--- config.mk ---
export PLATFORM = sky130hd
export DESIGN_NAME = pixel_buffer_top
export DESIGN_NICKNAME = d
export VERILOG_FILES = /design/src/source/pixel_buffer_pkg.sv /design/src/source/pixel_buffer_top.sv /design/src/source/status_display.sv /design/src/source/transfer_sequencer.sv /design/src/source/readback_engine.sv /design/src/source/load_engine.sv /design/src/source/bank_array.sv /design/src/source/image_bank.sv
export SDC_FILE = /design/constraint.sdc
export NUM_CORES = 1
export LEC_CHECK = 0
export BUFFER_PORTS_ARGS = -buffer_cell sky130_fd_sc_hd__buf_2
export CORE_AREA = 5 5 374 266
export CTS_BUF_LIST = sky130_fd_sc_hd__clkbuf_16
export CTS_CLUSTER_SIZE = 40
export DETAILED_ROUTE_END_ITERATION = 8
export DIE_AREA = 0 0 379 271
export PLACE_DENSITY = 0.78
export SLEW_MARGIN = 20
export SYNTH_ARGS = -nofsm -noshare
export SYNTH_HDL_FRONTEND = slang
export SYNTH_SLANG_ARGS = --single-unit
--- constraint.sdc ---
create_clock -name clk -period 3.15 [get_ports clk]
set_clock_uncertainty 0.15 [all_clocks]
set_input_delay 0.1575 -clock clk [delete_from_list [all_inputs] [get_ports clk]]
set_output_delay 0.1575 -clock clk [all_outputs]
set_load 0.05 [all_outputs]
--- src/source/pixel_buffer_pkg.sv ---
package pixel_buffer_pkg;

	////////////////////////////////////////
	// Frame geometry
	////////////////////////////////////////

	// One bank per image row
	localparam int num_banks    = 8;
	localparam int row_pixels   = 16;
	localparam int frame_pixels = num_banks * row_pixels;

	// Write FIFO depth, equal to the host's starting credits
	localparam int wr_credits = 4;

	localparam int pixel_w = 9;

	////////////////////////////////////////
	// Types
	////////////////////////////////////////

	typedef logic [pixel_w-1:0] pixel_t;
	typedef logic [2:0]         bank_idx_t;
	typedef logic [3:0]         word_addr_t;
	typedef logic [7:0]         pixel_count_t;

	// Active-low segments, bit 0 is segment a
	typedef logic [6:0] seg_t;

	// One pixel on either host channel
	typedef struct packed {
		logic   valid;
		pixel_t pixel;
	} pixel_beat_t;

	// Sequencer phases, code shown on hex0
	typedef enum logic [3:0] {
		s_clear    = 4'd0,
		s_load     = 4'd1,
		s_settle   = 4'd2,
		s_readback = 4'd3,
		s_done     = 4'd4
	} seq_state_t;

endpackage
--- src/source/pixel_buffer_top.sv ---
`timescale 1ns/10ps

module pixel_buffer_top (
	input  logic                         clk,
	input  logic                         rst_n,
	input  pixel_buffer_pkg::pixel_beat_t wr_beat,
	output logic                         wr_credit,
	input  logic                         rd_credit,
	output pixel_buffer_pkg::pixel_beat_t rd_beat,
	output logic                         done,
	output pixel_buffer_pkg::seg_t        hex0,
	output pixel_buffer_pkg::seg_t        hex1,
	output pixel_buffer_pkg::seg_t        hex2
);
	import pixel_buffer_pkg::*;

	// Sequencer handshake
	logic         load_start, read_start;
	logic         load_done, read_done;
	seq_state_t   state;
	pixel_count_t load_count, read_count;

	// Bank array ports
	bank_idx_t  wr_bank, rd_bank;
	word_addr_t wr_addr, rd_addr;
	pixel_t     wr_data, rd_data;
	logic       wr_en, rd_en;

	////////////////////////////////////////
	// Control
	////////////////////////////////////////

	transfer_sequencer u_seq (
		.clk       (clk),
		.rst_n     (rst_n),
		.load_done (load_done),
		.read_done (read_done),
		.load_start(load_start),
		.read_start(read_start),
		.state     (state),
		.done      (done)
	);

	////////////////////////////////////////
	// Datapath
	////////////////////////////////////////

	load_engine u_load (
		.clk       (clk),
		.rst_n     (rst_n),
		.load_start(load_start),
		.wr_beat   (wr_beat),
		.wr_credit (wr_credit),
		.wr_bank   (wr_bank),
		.wr_addr   (wr_addr),
		.wr_data   (wr_data),
		.wr_en     (wr_en),
		.load_done (load_done),
		.load_count(load_count)
	);

	readback_engine u_read (
		.clk       (clk),
		.rst_n     (rst_n),
		.read_start(read_start),
		.rd_credit (rd_credit),
		.rd_bank   (rd_bank),
		.rd_addr   (rd_addr),
		.rd_en     (rd_en),
		.rd_data   (rd_data),
		.rd_beat   (rd_beat),
		.read_done (read_done),
		.read_count(read_count)
	);

	bank_array u_banks (
		.clk    (clk),
		.wr_bank(wr_bank),
		.wr_addr(wr_addr),
		.wr_data(wr_data),
		.wr_en  (wr_en),
		.rd_bank(rd_bank),
		.rd_addr(rd_addr),
		.rd_en  (rd_en),
		.rd_data(rd_data)
	);

	// Board digits
	status_display u_status (
		.state     (state),
		.load_count(load_count),
		.read_count(read_count),
		.hex0      (hex0),
		.hex1      (hex1),
		.hex2      (hex2)
	);

endmodule

--- src/source/status_display.sv ---
`timescale 1ns/10ps

module status_display (
	input  pixel_buffer_pkg::seq_state_t   state,
	input  pixel_buffer_pkg::pixel_count_t load_count,
	input  pixel_buffer_pkg::pixel_count_t read_count,
	output pixel_buffer_pkg::seg_t         hex0,
	output pixel_buffer_pkg::seg_t         hex1,
	output pixel_buffer_pkg::seg_t         hex2
);
	import pixel_buffer_pkg::*;

	// Hex glyph, segments gfedcba, low lights
	function automatic seg_t hex_glyph(input logic [3:0] nib);
		case (nib)
			4'h0:    hex_glyph = 7'b1000000;
			4'h1:    hex_glyph = 7'b1111001;
			4'h2:    hex_glyph = 7'b0100100;
			4'h3:    hex_glyph = 7'b0110000;
			4'h4:    hex_glyph = 7'b0011001;
			4'h5:    hex_glyph = 7'b0010010;
			4'h6:    hex_glyph = 7'b0000010;
			4'h7:    hex_glyph = 7'b1111000;
			4'h8:    hex_glyph = 7'b0000000;
			4'h9:    hex_glyph = 7'b0010000;
			4'hA:    hex_glyph = 7'b0001000;
			4'hB:    hex_glyph = 7'b0000011;
			4'hC:    hex_glyph = 7'b1000110;
			4'hD:    hex_glyph = 7'b0100001;
			4'hE:    hex_glyph = 7'b0000110;
			default: hex_glyph = 7'b0001110;
		endcase
	endfunction

	// Phase code, then low nibbles of both counts
	assign hex0 = hex_glyph(state);
	assign hex1 = hex_glyph(load_count[3:0]);
	assign hex2 = hex_glyph(read_count[3:0]);

endmodule

--- src/source/transfer_sequencer.sv ---
`timescale 1ns/10ps

module transfer_sequencer (
	input  logic                        clk,
	input  logic                        rst_n,
	input  logic                        load_done,
	input  logic                        read_done,
	output logic                        load_start,
	output logic                        read_start,
	output pixel_buffer_pkg::seq_state_t state,
	output logic                        done
);
	import pixel_buffer_pkg::*;

	////////////////////////////////////////
	// Phase FSM
	////////////////////////////////////////

	always_ff @(posedge clk or negedge rst_n) begin
		if (!rst_n) begin
			state      <= s_clear;
			load_start <= 1'b0;
			read_start <= 1'b0;
		end else begin
			// Start pulses last one cycle
			load_start <= 1'b0;
			read_start <= 1'b0;
			case (state)
				s_clear: begin
					state      <= s_load;
					load_start <= 1'b1;
				end
				// Stale done still visible during the start cycle
				s_load: begin
					if (load_done && !load_start) begin
						state <= s_settle;
					end
				end
				s_settle: begin
					state      <= s_readback;
					read_start <= 1'b1;
				end
				s_readback: begin
					if (read_done && !read_start) begin
						state <= s_done;
					end
				end
				s_done:  state <= s_done;
				default: state <= s_clear;
			endcase
		end
	end

	assign done = (state == s_done);

	// Readback only over a fully loaded frame
	a_read_after_load: assert property (@(posedge clk) disable iff (!rst_n)
		read_start |-> load_done);

endmodule

--- src/source/readback_engine.sv ---
`timescale 1ns/10ps

module readback_engine (
	input  logic                          clk,
	input  logic                          rst_n,
	input  logic                          read_start,
	input  logic                          rd_credit,
	output pixel_buffer_pkg::bank_idx_t    rd_bank,
	output pixel_buffer_pkg::word_addr_t   rd_addr,
	output logic                          rd_en,
	input  pixel_buffer_pkg::pixel_t       rd_data,
	output pixel_buffer_pkg::pixel_beat_t  rd_beat,
	output logic                          read_done,
	output pixel_buffer_pkg::pixel_count_t read_count
);
	import pixel_buffer_pkg::*;

	pixel_count_t credit_cnt;
	logic         issuing;
	logic         beat_valid;

	////////////////////////////////////////
	// Credit tracking
	////////////////////////////////////////

	// Granted credits not yet spent on a delivered beat
	always_ff @(posedge clk or negedge rst_n) begin
		if (!rst_n) begin
			credit_cnt <= '0;
		end else begin
			credit_cnt <= credit_cnt + pixel_count_t'(rd_credit) - pixel_count_t'(beat_valid);
		end
	end

	// beat_valid is the read still in flight
	assign rd_en = issuing && (credit_cnt > pixel_count_t'(beat_valid));

	////////////////////////////////////////
	// Read issue, frame order
	////////////////////////////////////////

	always_ff @(posedge clk or negedge rst_n) begin
		if (!rst_n) begin
			issuing <= 1'b0;
			rd_bank <= '0;
			rd_addr <= '0;
		end else if (read_start) begin
			issuing <= 1'b1;
			rd_bank <= '0;
			rd_addr <= '0;
		end else if (rd_en) begin
			if (rd_addr == word_addr_t'(row_pixels - 1)) begin
				rd_addr <= '0;
				rd_bank <= rd_bank + 1'b1;
				// last word of the last bank
				if (rd_bank == bank_idx_t'(num_banks - 1)) begin
					issuing <= 1'b0;
				end
			end else begin
				rd_addr <= rd_addr + 1'b1;
			end
		end
	end

	////////////////////////////////////////
	// Returned beat
	////////////////////////////////////////

	always_ff @(posedge clk or negedge rst_n) begin
		if (!rst_n) begin
			beat_valid <= 1'b0;
			read_count <= '0;
			read_done  <= 1'b0;
		end else begin
			beat_valid <= rd_en;
			if (read_start) begin
				read_count <= '0;
				read_done  <= 1'b0;
			end else if (beat_valid) begin
				read_count <= read_count + 1'b1;
				if (read_count == pixel_count_t'(frame_pixels - 1)) begin
					read_done <= 1'b1;
				end
			end
		end
	end

	// Bank output already registered, valid matches its latency
	assign rd_beat = '{valid: beat_valid, pixel: rd_data};

	// Every delivered beat was paid for
	a_credit_no_underflow: assert property (@(posedge clk) disable iff (!rst_n)
		beat_valid |-> credit_cnt != '0);

endmodule

--- src/source/load_engine.sv ---
`timescale 1ns/10ps

module load_engine (
	input  logic                          clk,
	input  logic                          rst_n,
	input  logic                          load_start,
	input  pixel_buffer_pkg::pixel_beat_t  wr_beat,
	output logic                          wr_credit,
	output pixel_buffer_pkg::bank_idx_t    wr_bank,
	output pixel_buffer_pkg::word_addr_t   wr_addr,
	output pixel_buffer_pkg::pixel_t       wr_data,
	output logic                          wr_en,
	output logic                          load_done,
	output pixel_buffer_pkg::pixel_count_t load_count
);
	import pixel_buffer_pkg::*;

	pixel_t                          fifo_mem [wr_credits];
	logic [$clog2(wr_credits)-1:0]   head;
	logic [$clog2(wr_credits)-1:0]   tail;
	logic [$clog2(wr_credits+1)-1:0] fill;
	logic                            active;

	////////////////////////////////////////
	// Credit FIFO
	////////////////////////////////////////

	// Beats land here even before the load starts
	always_ff @(posedge clk) begin
		if (wr_beat.valid) begin
			fifo_mem[tail] <= wr_beat.pixel;
		end
	end

	always_ff @(posedge clk or negedge rst_n) begin
		if (!rst_n) begin
			head <= '0;
			tail <= '0;
			fill <= '0;
		end else begin
			if (wr_beat.valid) begin
				tail <= (tail == wr_credits - 1) ? '0 : tail + 1'b1;
			end
			if (wr_en) begin
				head <= (head == wr_credits - 1) ? '0 : head + 1'b1;
			end
			case ({wr_beat.valid, wr_en})
				2'b10:   fill <= fill + 1'b1;
				2'b01:   fill <= fill - 1'b1;
				default: fill <= fill;
			endcase
		end
	end

	// Drain one word per cycle from the head
	assign wr_en   = active && (fill != '0);
	assign wr_data = fifo_mem[head];

	// Freed slot goes straight back to the host
	assign wr_credit = wr_en;

	////////////////////////////////////////
	// Bank and address generator
	////////////////////////////////////////

	always_ff @(posedge clk or negedge rst_n) begin
		if (!rst_n) begin
			active     <= 1'b0;
			load_done  <= 1'b0;
			wr_bank    <= '0;
			wr_addr    <= '0;
			load_count <= '0;
		end else if (load_start) begin
			active     <= 1'b1;
			load_done  <= 1'b0;
			wr_bank    <= '0;
			wr_addr    <= '0;
			load_count <= '0;
		end else if (wr_en) begin
			load_count <= load_count + 1'b1;
			// Row full, next bank
			if (wr_addr == word_addr_t'(row_pixels - 1)) begin
				wr_addr <= '0;
				wr_bank <= wr_bank + 1'b1;
			end else begin
				wr_addr <= wr_addr + 1'b1;
			end
			// Last pixel of the frame
			if (load_count == pixel_count_t'(frame_pixels - 1)) begin
				active    <= 1'b0;
				load_done <= 1'b1;
			end
		end
	end

	// Host keeps within its credits
	a_fifo_no_overflow: assert property (@(posedge clk) disable iff (!rst_n)
		wr_beat.valid |-> fill < wr_credits);

	// Frame complete, banks left alone
	a_no_write_after_done: assert property (@(posedge clk) disable iff (!rst_n)
		load_done |-> !wr_en);

endmodule

--- src/source/bank_array.sv ---
`timescale 1ns/10ps

module bank_array (
	input  logic                        clk,
	input  pixel_buffer_pkg::bank_idx_t  wr_bank,
	input  pixel_buffer_pkg::word_addr_t wr_addr,
	input  pixel_buffer_pkg::pixel_t     wr_data,
	input  logic                        wr_en,
	input  pixel_buffer_pkg::bank_idx_t  rd_bank,
	input  pixel_buffer_pkg::word_addr_t rd_addr,
	input  logic                        rd_en,
	output pixel_buffer_pkg::pixel_t     rd_data
);
	import pixel_buffer_pkg::*;

	logic [num_banks-1:0] wr_sel;
	logic [num_banks-1:0] rd_sel;
	logic [num_banks-1:0] rd_sel_q;
	pixel_t               bank_q [num_banks];

	////////////////////////////////////////
	// Bank select decode
	////////////////////////////////////////

	// One-hot, write enable folded in
	assign wr_sel = wr_en ? (num_banks'(1) << wr_bank) : '0;
	assign rd_sel = num_banks'(1) << rd_bank;

	// Select travels with the read, lines up with bank q
	always_ff @(posedge clk) begin
		if (rd_en) begin
			rd_sel_q <= rd_sel;
		end
	end

	// Address and data broadcast, only one bank enabled
	for (genvar b = 0; b < num_banks; b++) begin : g_bank
		image_bank #(
			.width(pixel_w),
			.depth(row_pixels)
		) u_bank (
			.clk  (clk),
			.we   (wr_sel[b]),
			.waddr(wr_addr),
			.d    (wr_data),
			.raddr(rd_addr),
			.q    (bank_q[b])
		);
	end

	// AND-OR mux on the registered one-hot select
	always_comb begin
		rd_data = '0;
		for (int b = 0; b < num_banks; b++) begin
			if (rd_sel_q[b]) begin
				rd_data = rd_data | bank_q[b];
			end
		end
	end

endmodule

--- src/source/image_bank.sv ---
`timescale 1ns/10ps

module image_bank #(
	parameter int width = 9,
	parameter int depth = 16
) (
	input  logic                     clk,
	input  logic                     we,
	input  logic [$clog2(depth)-1:0] waddr,
	input  logic [width-1:0]         d,
	input  logic [$clog2(depth)-1:0] raddr,
	output logic [width-1:0]         q
);

	// Storage only, maps onto block RAM
	logic [width-1:0] mem [depth];

	////////////////////////////////////////
	// Write port
	////////////////////////////////////////

	always_ff @(posedge clk) begin
		if (we) begin
			mem[waddr] <= d;
		end
	end

	////////////////////////////////////////
	// Read port
	////////////////////////////////////////

	// Registered read, one cycle latency
	// Same-address write in this cycle is not seen yet
	always_ff @(posedge clk) begin
		q <= mem[raddr];
	end

endmodule

==> results of run 1 <==
## registers in the layout, summed over array words and instances, names as in the netlist, 2 cells and up
register and flops:
u_read.rd_bank 3, u_load.head 2, u_read.read_count 8, u_seq.state 3, u_load.fifo_mem 36, u_load.fill 3
u_read.credit_cnt 8, u_load.tail 2, u_load.load_count 8, u_load.wr_bank 3, u_banks.g_bank.u_bank.mem 1152, u_banks.g_bank.u_bank.q 72
u_load.wr_addr 4, u_read.rd_addr 4, u_banks.rd_sel_q 8
## final timing paths
| path | start | slack, ns | cells past startpoint | endpoint |
|---|---|---|---|---|
| setup / recovery | u_banks.rd_sel_q[1] | 0.08 | 3 | rd_beat[1] |
| hold / removal | wr_beat[7] | 0.08 | 2 | u_load.fifo_mem[3][7] |
| setup reg to reg | u_load.wr_bank[0] | 0.25 | 4 | u_banks.g_bank[6].u_bank.mem[15][5] |
| hold reg to reg | u_load.fill[2] | 0.34 | 1 | u_load.fill[2] |
| max in group asynchronous | rst_n | 2.14 | 4 | u_read.rd_addr[3] |
| min in group asynchronous | rst_n | 0.46 | 4 | u_seq.state[2] |
## per-stage QoR
| step | total power, mW | util (%) |
|---|---|---|
| finish | 56.0 | 60.3 |
| detailed placement | 41.7 | 56.1 |
| global route | 58.1 | 60.3 |
| CTS | 56.1 | 60.3 |
| global placement | 41.0 | 56.1 |
| floorplan | 35.8 | - |
## cell usage after synthesis, types with 2 or more instances
| master | count |
|---|---|
| a22oi_1 | 38 |
| ha_1 | 52 |
| and2_1 | 13 |
| buf_1 | 15 |
| o31ai_1 | 2 |
| nor2_1 | 167 |
| nand2b_1 | 5 |
| o21a_1 | 2 |
| a211oi_1 | 2 |
| mux4_2 | 341 |
| dfxtp_1 | 72 |
| buf_6 | 15 |
| a21o_1 | 4 |
| nand3_1 | 19 |
| fa_1 | 2 |
| o211ai_1 | 3 |
| and3b_1 | 2 |
| a21oi_1 | 29 |
| edfxtp_1 | 1196 |
| and3_1 | 2 |
| or3_1 | 5 |
| nand3b_1 | 6 |
| mux2_2 | 3 |
| xor2_1 | 13 |
| nor2b_1 | 12 |
| buf_4 | 18 |
| o21ai_0 | 23 |
| mux2i_1 | 5 |
| clkbuf_1 | 59 |
| nand2_1 | 51 |
| xnor2_1 | 8 |
| nor3_1 | 4 |
| inv_1 | 42 |
| nand4_1 | 16 |
| a31oi_1 | 3 |
| buf_2 | 11 |
| mux4_1 | 28 |
| nor3b_1 | 3 |
| dfrtp_1 | 55 |
## per-layer routing
metal | up-vias | track usage (%)
met5 | - | 0
met4 | 0 | 6.02
met3 | 216 | 7.18
met2 | 1722 | 35.3
met1 | 13223 | 35.0
li1 | 10059 | -
## critical path: cells and delay by family, from the launching register on
kind | cells | cell delay [ns]
buffers and inverters | 1 | 0.36
AOI/OAI and AO/OA | 1 | 0.57
DFF | 1 | 0.65
and+or+nand+nor | 1 | 0.47
## cell families after synthesis
| group | Yosys count | synth area share (%) |
|---|---|---|
| buffers and inverters | 162 | 1.61 |
| AOI/OAI and AO/OA | 108 | 1.34 |
| and+or+nand+nor | 305 | 2.65 |
| adders and majority gates | 54 | 1.36 |
| DFF | 1323 | 76.0 |
| muxes | 377 | 16.7 |
| xor gates and xnor gates | 21 | 0.361 |
## area by class of cell
type | count | area share, %
clock buffer | 114 | 4.96
clock inverter | 102 | 1.73
inverter | 43 | 0.281
multi-input combinational | 865 | 19.9
sequential | 1323 | 67.4
tap | 1261 | 2.74
timing repair buffer | 202 | 2.96
## where the power goes
part | internal [mW] | switching (mW)
Combinational | 6.48 | 10.2
Clock | 7.96 | 6.39
Sequential | 23.3 | 1.70
## placed cells by master, fill, tap and decap left out, types with 26 or more instances in the layout
cell type | netlist | final
nand2_1 | 51 | 51
inv_1 | 42 | 61
edfxtp_1 | 1196 | 1196
mux4_1 | 28 | 28
nor2_1 | 167 | 164
dfrtp_1 | 55 | 51
clkbuf_16 | 0 | 114
ha_1 | 52 | 52
dfxtp_1 | 72 | 72
a22oi_1 | 38 | 37
a21oi_1 | 29 | 29
buf_4 | 18 | 123
buf_2 | 11 | 45
clkinv_2 | 0 | 26
mux4_2 | 341 | 332
## repair_timing
item	in CTS	in global routing
resized for setup	1	0
hold buffers	14	0
endpoints found under the hold margin	117	0
setup buffers	0	0
endpoints found under the setup margin	1	0
==> results.yml, run 1 <==
sta:
  worst_pin_slew_ns: 1.17
  maxSlewHeadroom_pct: 21.9
  timing.final.ws_setup_ns: 0.0800
  finalCritPeriodShare_pct: 97.5
  tns_ns: 0
  fmax_mhz: 326
  setup_viol: 0
  holdWs_ns: 0.0827
  rsz0062_at_grt: "no"
  fin_crit_ns: 3.07
  slew_viol_final: 0
  hold_viol_final: 0
place:
  io_buffers: 45
  hpwl_um: 71100
  pre_cts_slack_ns: 0.387
  placed_area_um2: 53500
  routabilityCongestion: 0.899
  dp.cells: 3680
global_route:
  grt_max_degree: 129
  overflow: 0
  grt_antenna_before_repair: 1
  track_usage_pct: 23.7
  grt_pass1_vias: 25543
  grt_pass1_wl_um: 177000
routing:
  avgViaCountPerCell: 6.45
  wl_per_cell_um: 30.8
  totalWireLength_um: 120000
  drt_first_pass_iters: 8
  met2_length_um: 55400
  drc: 0
  vias: 25220
  drt_iter0_drc: 3447
  antenna_left: 0
  routed-wl-met3_um: 15600
  top_layer_used: "met4"
  wl_met1_um: 46500
flow_run:
  maxCapViolCount: 0
hold_path:
  hold_path_class: "in2reg"
clock_tree:
  cts_buffers: 113
  clk_pin_slew_ns: 0.07
  clock-sinks: 1323
  htreeDepth: 3
  cts_tree: "yes"
  cts_root_buffer: "clkbuf_16"
  clock_latency_ns: 0.73
  max-clock-path-buffers: 3
worst_setup_path:
  crit_type: "reg2out"
  slowest_delay_ns: 0.65
  worstPathArrival_ns: 2.76
  critical_path.cell_chain: "a22oi_1, nand4_1, buf_2"
  path_max_fanout: 5
  worstPathRequired_ns: 2.84
  cp-end-kind: "output port"
  critical_path.slowest_cell: "edfxtp_1"
  start_kind: "flop"
finish:
  seq_area_um2: 38700
  num-fill-cells: 6369
  fin_nets: 2615
  antennaDiodeCount: 0
  fin_area_um2: 57500
  drive_gt1_share_pct: 27.1
  area_growth_pct: 12.8
  stdcell_count: 3910
  multiInputGateArea_um2: 11400
die:
  rows: 95
  start_util_pct: 53.5
  die_x_um: 379
  io_pins: 46
  core-area_um2: 95300
  fp.dieH_um: 271
  dieArea_um2: 103000
status:
  status: "completed"
logic_synthesis:
  ys_warn_count: 0
  ys_types: 43
  async_reset_ff_share_pct: 4.16
  synth-edff-count: 1196
  synth_area_leaders: "edfxtp_1 70%, mux4_2 15%, dfxtp_1 2.8%"
  avgSynthCellArea_um2: 21.7
  netlist.area_leader.share_pct: 70.5
  ys_seq_elements: 1323
  synth_cells: 2350
  yosysSeqAreaShare_pct: 76.0
  yosysTopAreaCell: "edfxtp_1"
  synthesis.area_um2: 51000
  syn-num-nets: 2417
  synth_flop_cell: "edfxtp_1"
power_and_ir_drop:
  peakVddDrop_v: 0.000937
  p_per_area_nw_per_um2: 974
  p_leak_nw: 18.6
(Power assumes the default switching activity.)
==> run 2, diff against run 1 <==
--- a/config.mk
+++ b/config.mk
@@ -12,6 +12,7 @@
 export DETAILED_ROUTE_END_ITERATION = 8
 export DIE_AREA = 0 0 379 271
 export PLACE_DENSITY = 0.78
+export SKIP_LAST_GASP = 1
 export SLEW_MARGIN = 20
 export SYNTH_ARGS = -nofsm -noshare
 export SYNTH_HDL_FRONTEND = slang
==> constraint.sdc (replaced) <==
create_clock -name clk -period 3.2 [get_ports clk]
set_clock_uncertainty 0.15 [all_clocks]
set_input_delay 0.16 -clock clk [delete_from_list [all_inputs] [get_ports clk]]
set_output_delay 0.16 -clock clk [all_outputs]
set_load 0.05 [all_outputs]
==> results.yml, run 2 (synthesis gave the netlist of run 1 again) <==
global_route:
  overflow: 0
  track_usage_pct: 23.1
  grt_max_degree: 129
  grt_pass1_wl_um: 173000
  grt_pass1_vias: 25017
  grt_antenna_before_repair: 5
finish:
  regMostFlops: "u_banks.g_bank.u_bank.mem"
  reg_top3: "u_banks.g_bank.u_bank.mem x1152, u_banks.g_bank.u_bank.q x72, u_load.fifo_mem x36"
  layout_commonest_cell: "edfxtp_1"
  area_growth_pct: 11.9
  largest_register_ffs: 1152
  drive_gt1_share_pct: 26.2
  mostFrequentLayoutCells: "1,196 x edfxtp_1, 332 x mux4_2, 159 x nor2_1"
  num-fill-cells: 6421
  fin_nets: 2578
  fin_area_um2: 57000
clock_tree:
  cts_root_buffer: "clkbuf_16"
  clk_pin_slew_ns: 0.06
  cts_buffers: 111
  htreeDepth: 3
  clock-sinks: 1323
  clock_latency_ns: 0.71
  post-cts-setup-buffers: 0
  max-clock-path-buffers: 3
  cts_tree: "yes"
routing:
  totalWireLength_um: 117000
  wl_per_cell_um: 30.3
  drc: 0
  avgViaCountPerCell: 6.44
  drt_iter0_drc: 3367
  drt_first_pass_iters: 5
  antenna_left: 0
  vias: 24932
worst_setup_path:
  path_buf_inv: 1
  worstPathArrival_ns: 2.91
  r2r_end: "u_banks.g_bank[6].u_bank.mem[6][1]"
  crit_type: "reg2out"
  critical_path.cell_chain: "a22oi_1, nand4_1, buf_2"
  reg2reg_depth: 4
  path_max_fanout: 9
  critical_path.slowest_cell: "a22oi_1"
  worstPathRequired_ns: 2.89
  start_kind: "flop"
  slowest_delay_ns: 0.77
  cp-end-kind: "output port"
  r2r-start: "u_load.wr_addr[2]"
  crit_family: "compound AO/OA/AOI/OAI gates"
  r2r_slack_ns: 0.35
die:
  dieArea_um2: 103000
  die_x_um: 379
  fp.dieH_um: 271
  io_pins: 46
  start_util_pct: 53.5
  core-area_um2: 95300
  rows: 95
sta:
  hold_viol_final: 0
  maxSlewHeadroom_pct: 21.5
  holdWs_ns: 0.119
  finalCritPeriodShare_pct: 101
  slew_viol_final: 0
  timing.final.ws_setup_ns: -0.0194
  tns_ns: -0.0194
  setup_viol: 1
  fmax_mhz: 311
  rsz0062_at_grt: "no"
  worst_pin_slew_ns: 1.17
  fin_crit_ns: 3.22
hold_path:
  worstHoldEndpoint: "u_load.fifo_mem[1][7]"
  hp-start: "wr_beat[7]"
  hold_path_class: "in2reg"
  hold_path_depth: 2
place:
  placed_area_um2: 53200
  pre_cts_slack_ns: 0.430
  hpwl_um: 70600
  io_buffers: 45
  routabilityCongestion: 0.851
status:
  violations: "setup timing"
  status: "finished with violations"
power_and_ir_drop:
  peakVddDrop_v: 0.00107
  power_mw: 54.5
  p_leak_nw: 18.4
  p_per_area_nw_per_um2: 956
flow_run:
  maxCapViolCount: 0
==> run 2: where the power goes <==
part / switching, mW / internal, mW / total (mW)
clock network: 6.14 / 7.45 / 13.6
logic: 9.88 / 6.28 / 16.2
registers: 1.74 / 23.0 / 24.7
total: 17.8 / 36.7 / 54.5
==> run 2: cell type report <==
class                           count  area (um2)  area share (%)
Sequential cell                  1323       38700            68.0
Multi-Input combinational cell    865       11500            20.1
Clock buffer                      114        2850            5.01
Tap cell                         1261        1580            2.77
Timing Repair Buffer              167        1390            2.43
Clock inverter                     96         790            1.39
Inverter                           43         161           0.283
Antenna cell                        2        5.00         0.00878
==> run 2: worst max-delay path by stage <==
stage / cells after the start / to / slack (ns) / start
global placement: 4 / u_banks.g_bank[4].u_bank.mem[13][2] / 0.49 / u_load.wr_bank[0]
global route: 3 / rd_beat[2] / 0.05 / u_banks.rd_sel_q[4]
detailed placement: 4 / u_banks.g_bank[1].u_bank.mem[13][8] / 0.43 / u_load.fill[0]
finish: 3 / rd_beat[2] / -0.02 / u_banks.rd_sel_q[4]
floorplan: 7 / u_load.fill[1] / 0.59 / u_load.fill[0]
CTS: 3 / rd_beat[8] / 0.03 / u_banks.rd_sel_q[4]
==> run 2: timing repair <==
action                     in CTS  in global routing
hold endpoints to repair      121                 42
hold buffers                   12                  1
gates resized for setup         0                  4
setup endpoints to repair       0                  4
==> run 2: metal layers <==
metal	track usage, %	up-vias	share of wire [%]
met2	34.2	1670	46
met1	34.8	13090	39
met4	5.31	2	2.1
met3	6.70	185	13
li1	-	9985	-
met5	0	-	0.010
==> run 2: per-stage QoR <==
step / cells / utilization (%)
after global placement: 3646 / 55.8
after floorplan: 2350 / -
final: 3871 / 59.8
after global routing: 3870 / 59.8
after detailed placement: 3646 / 55.8
after CTS: 3868 / 59.7
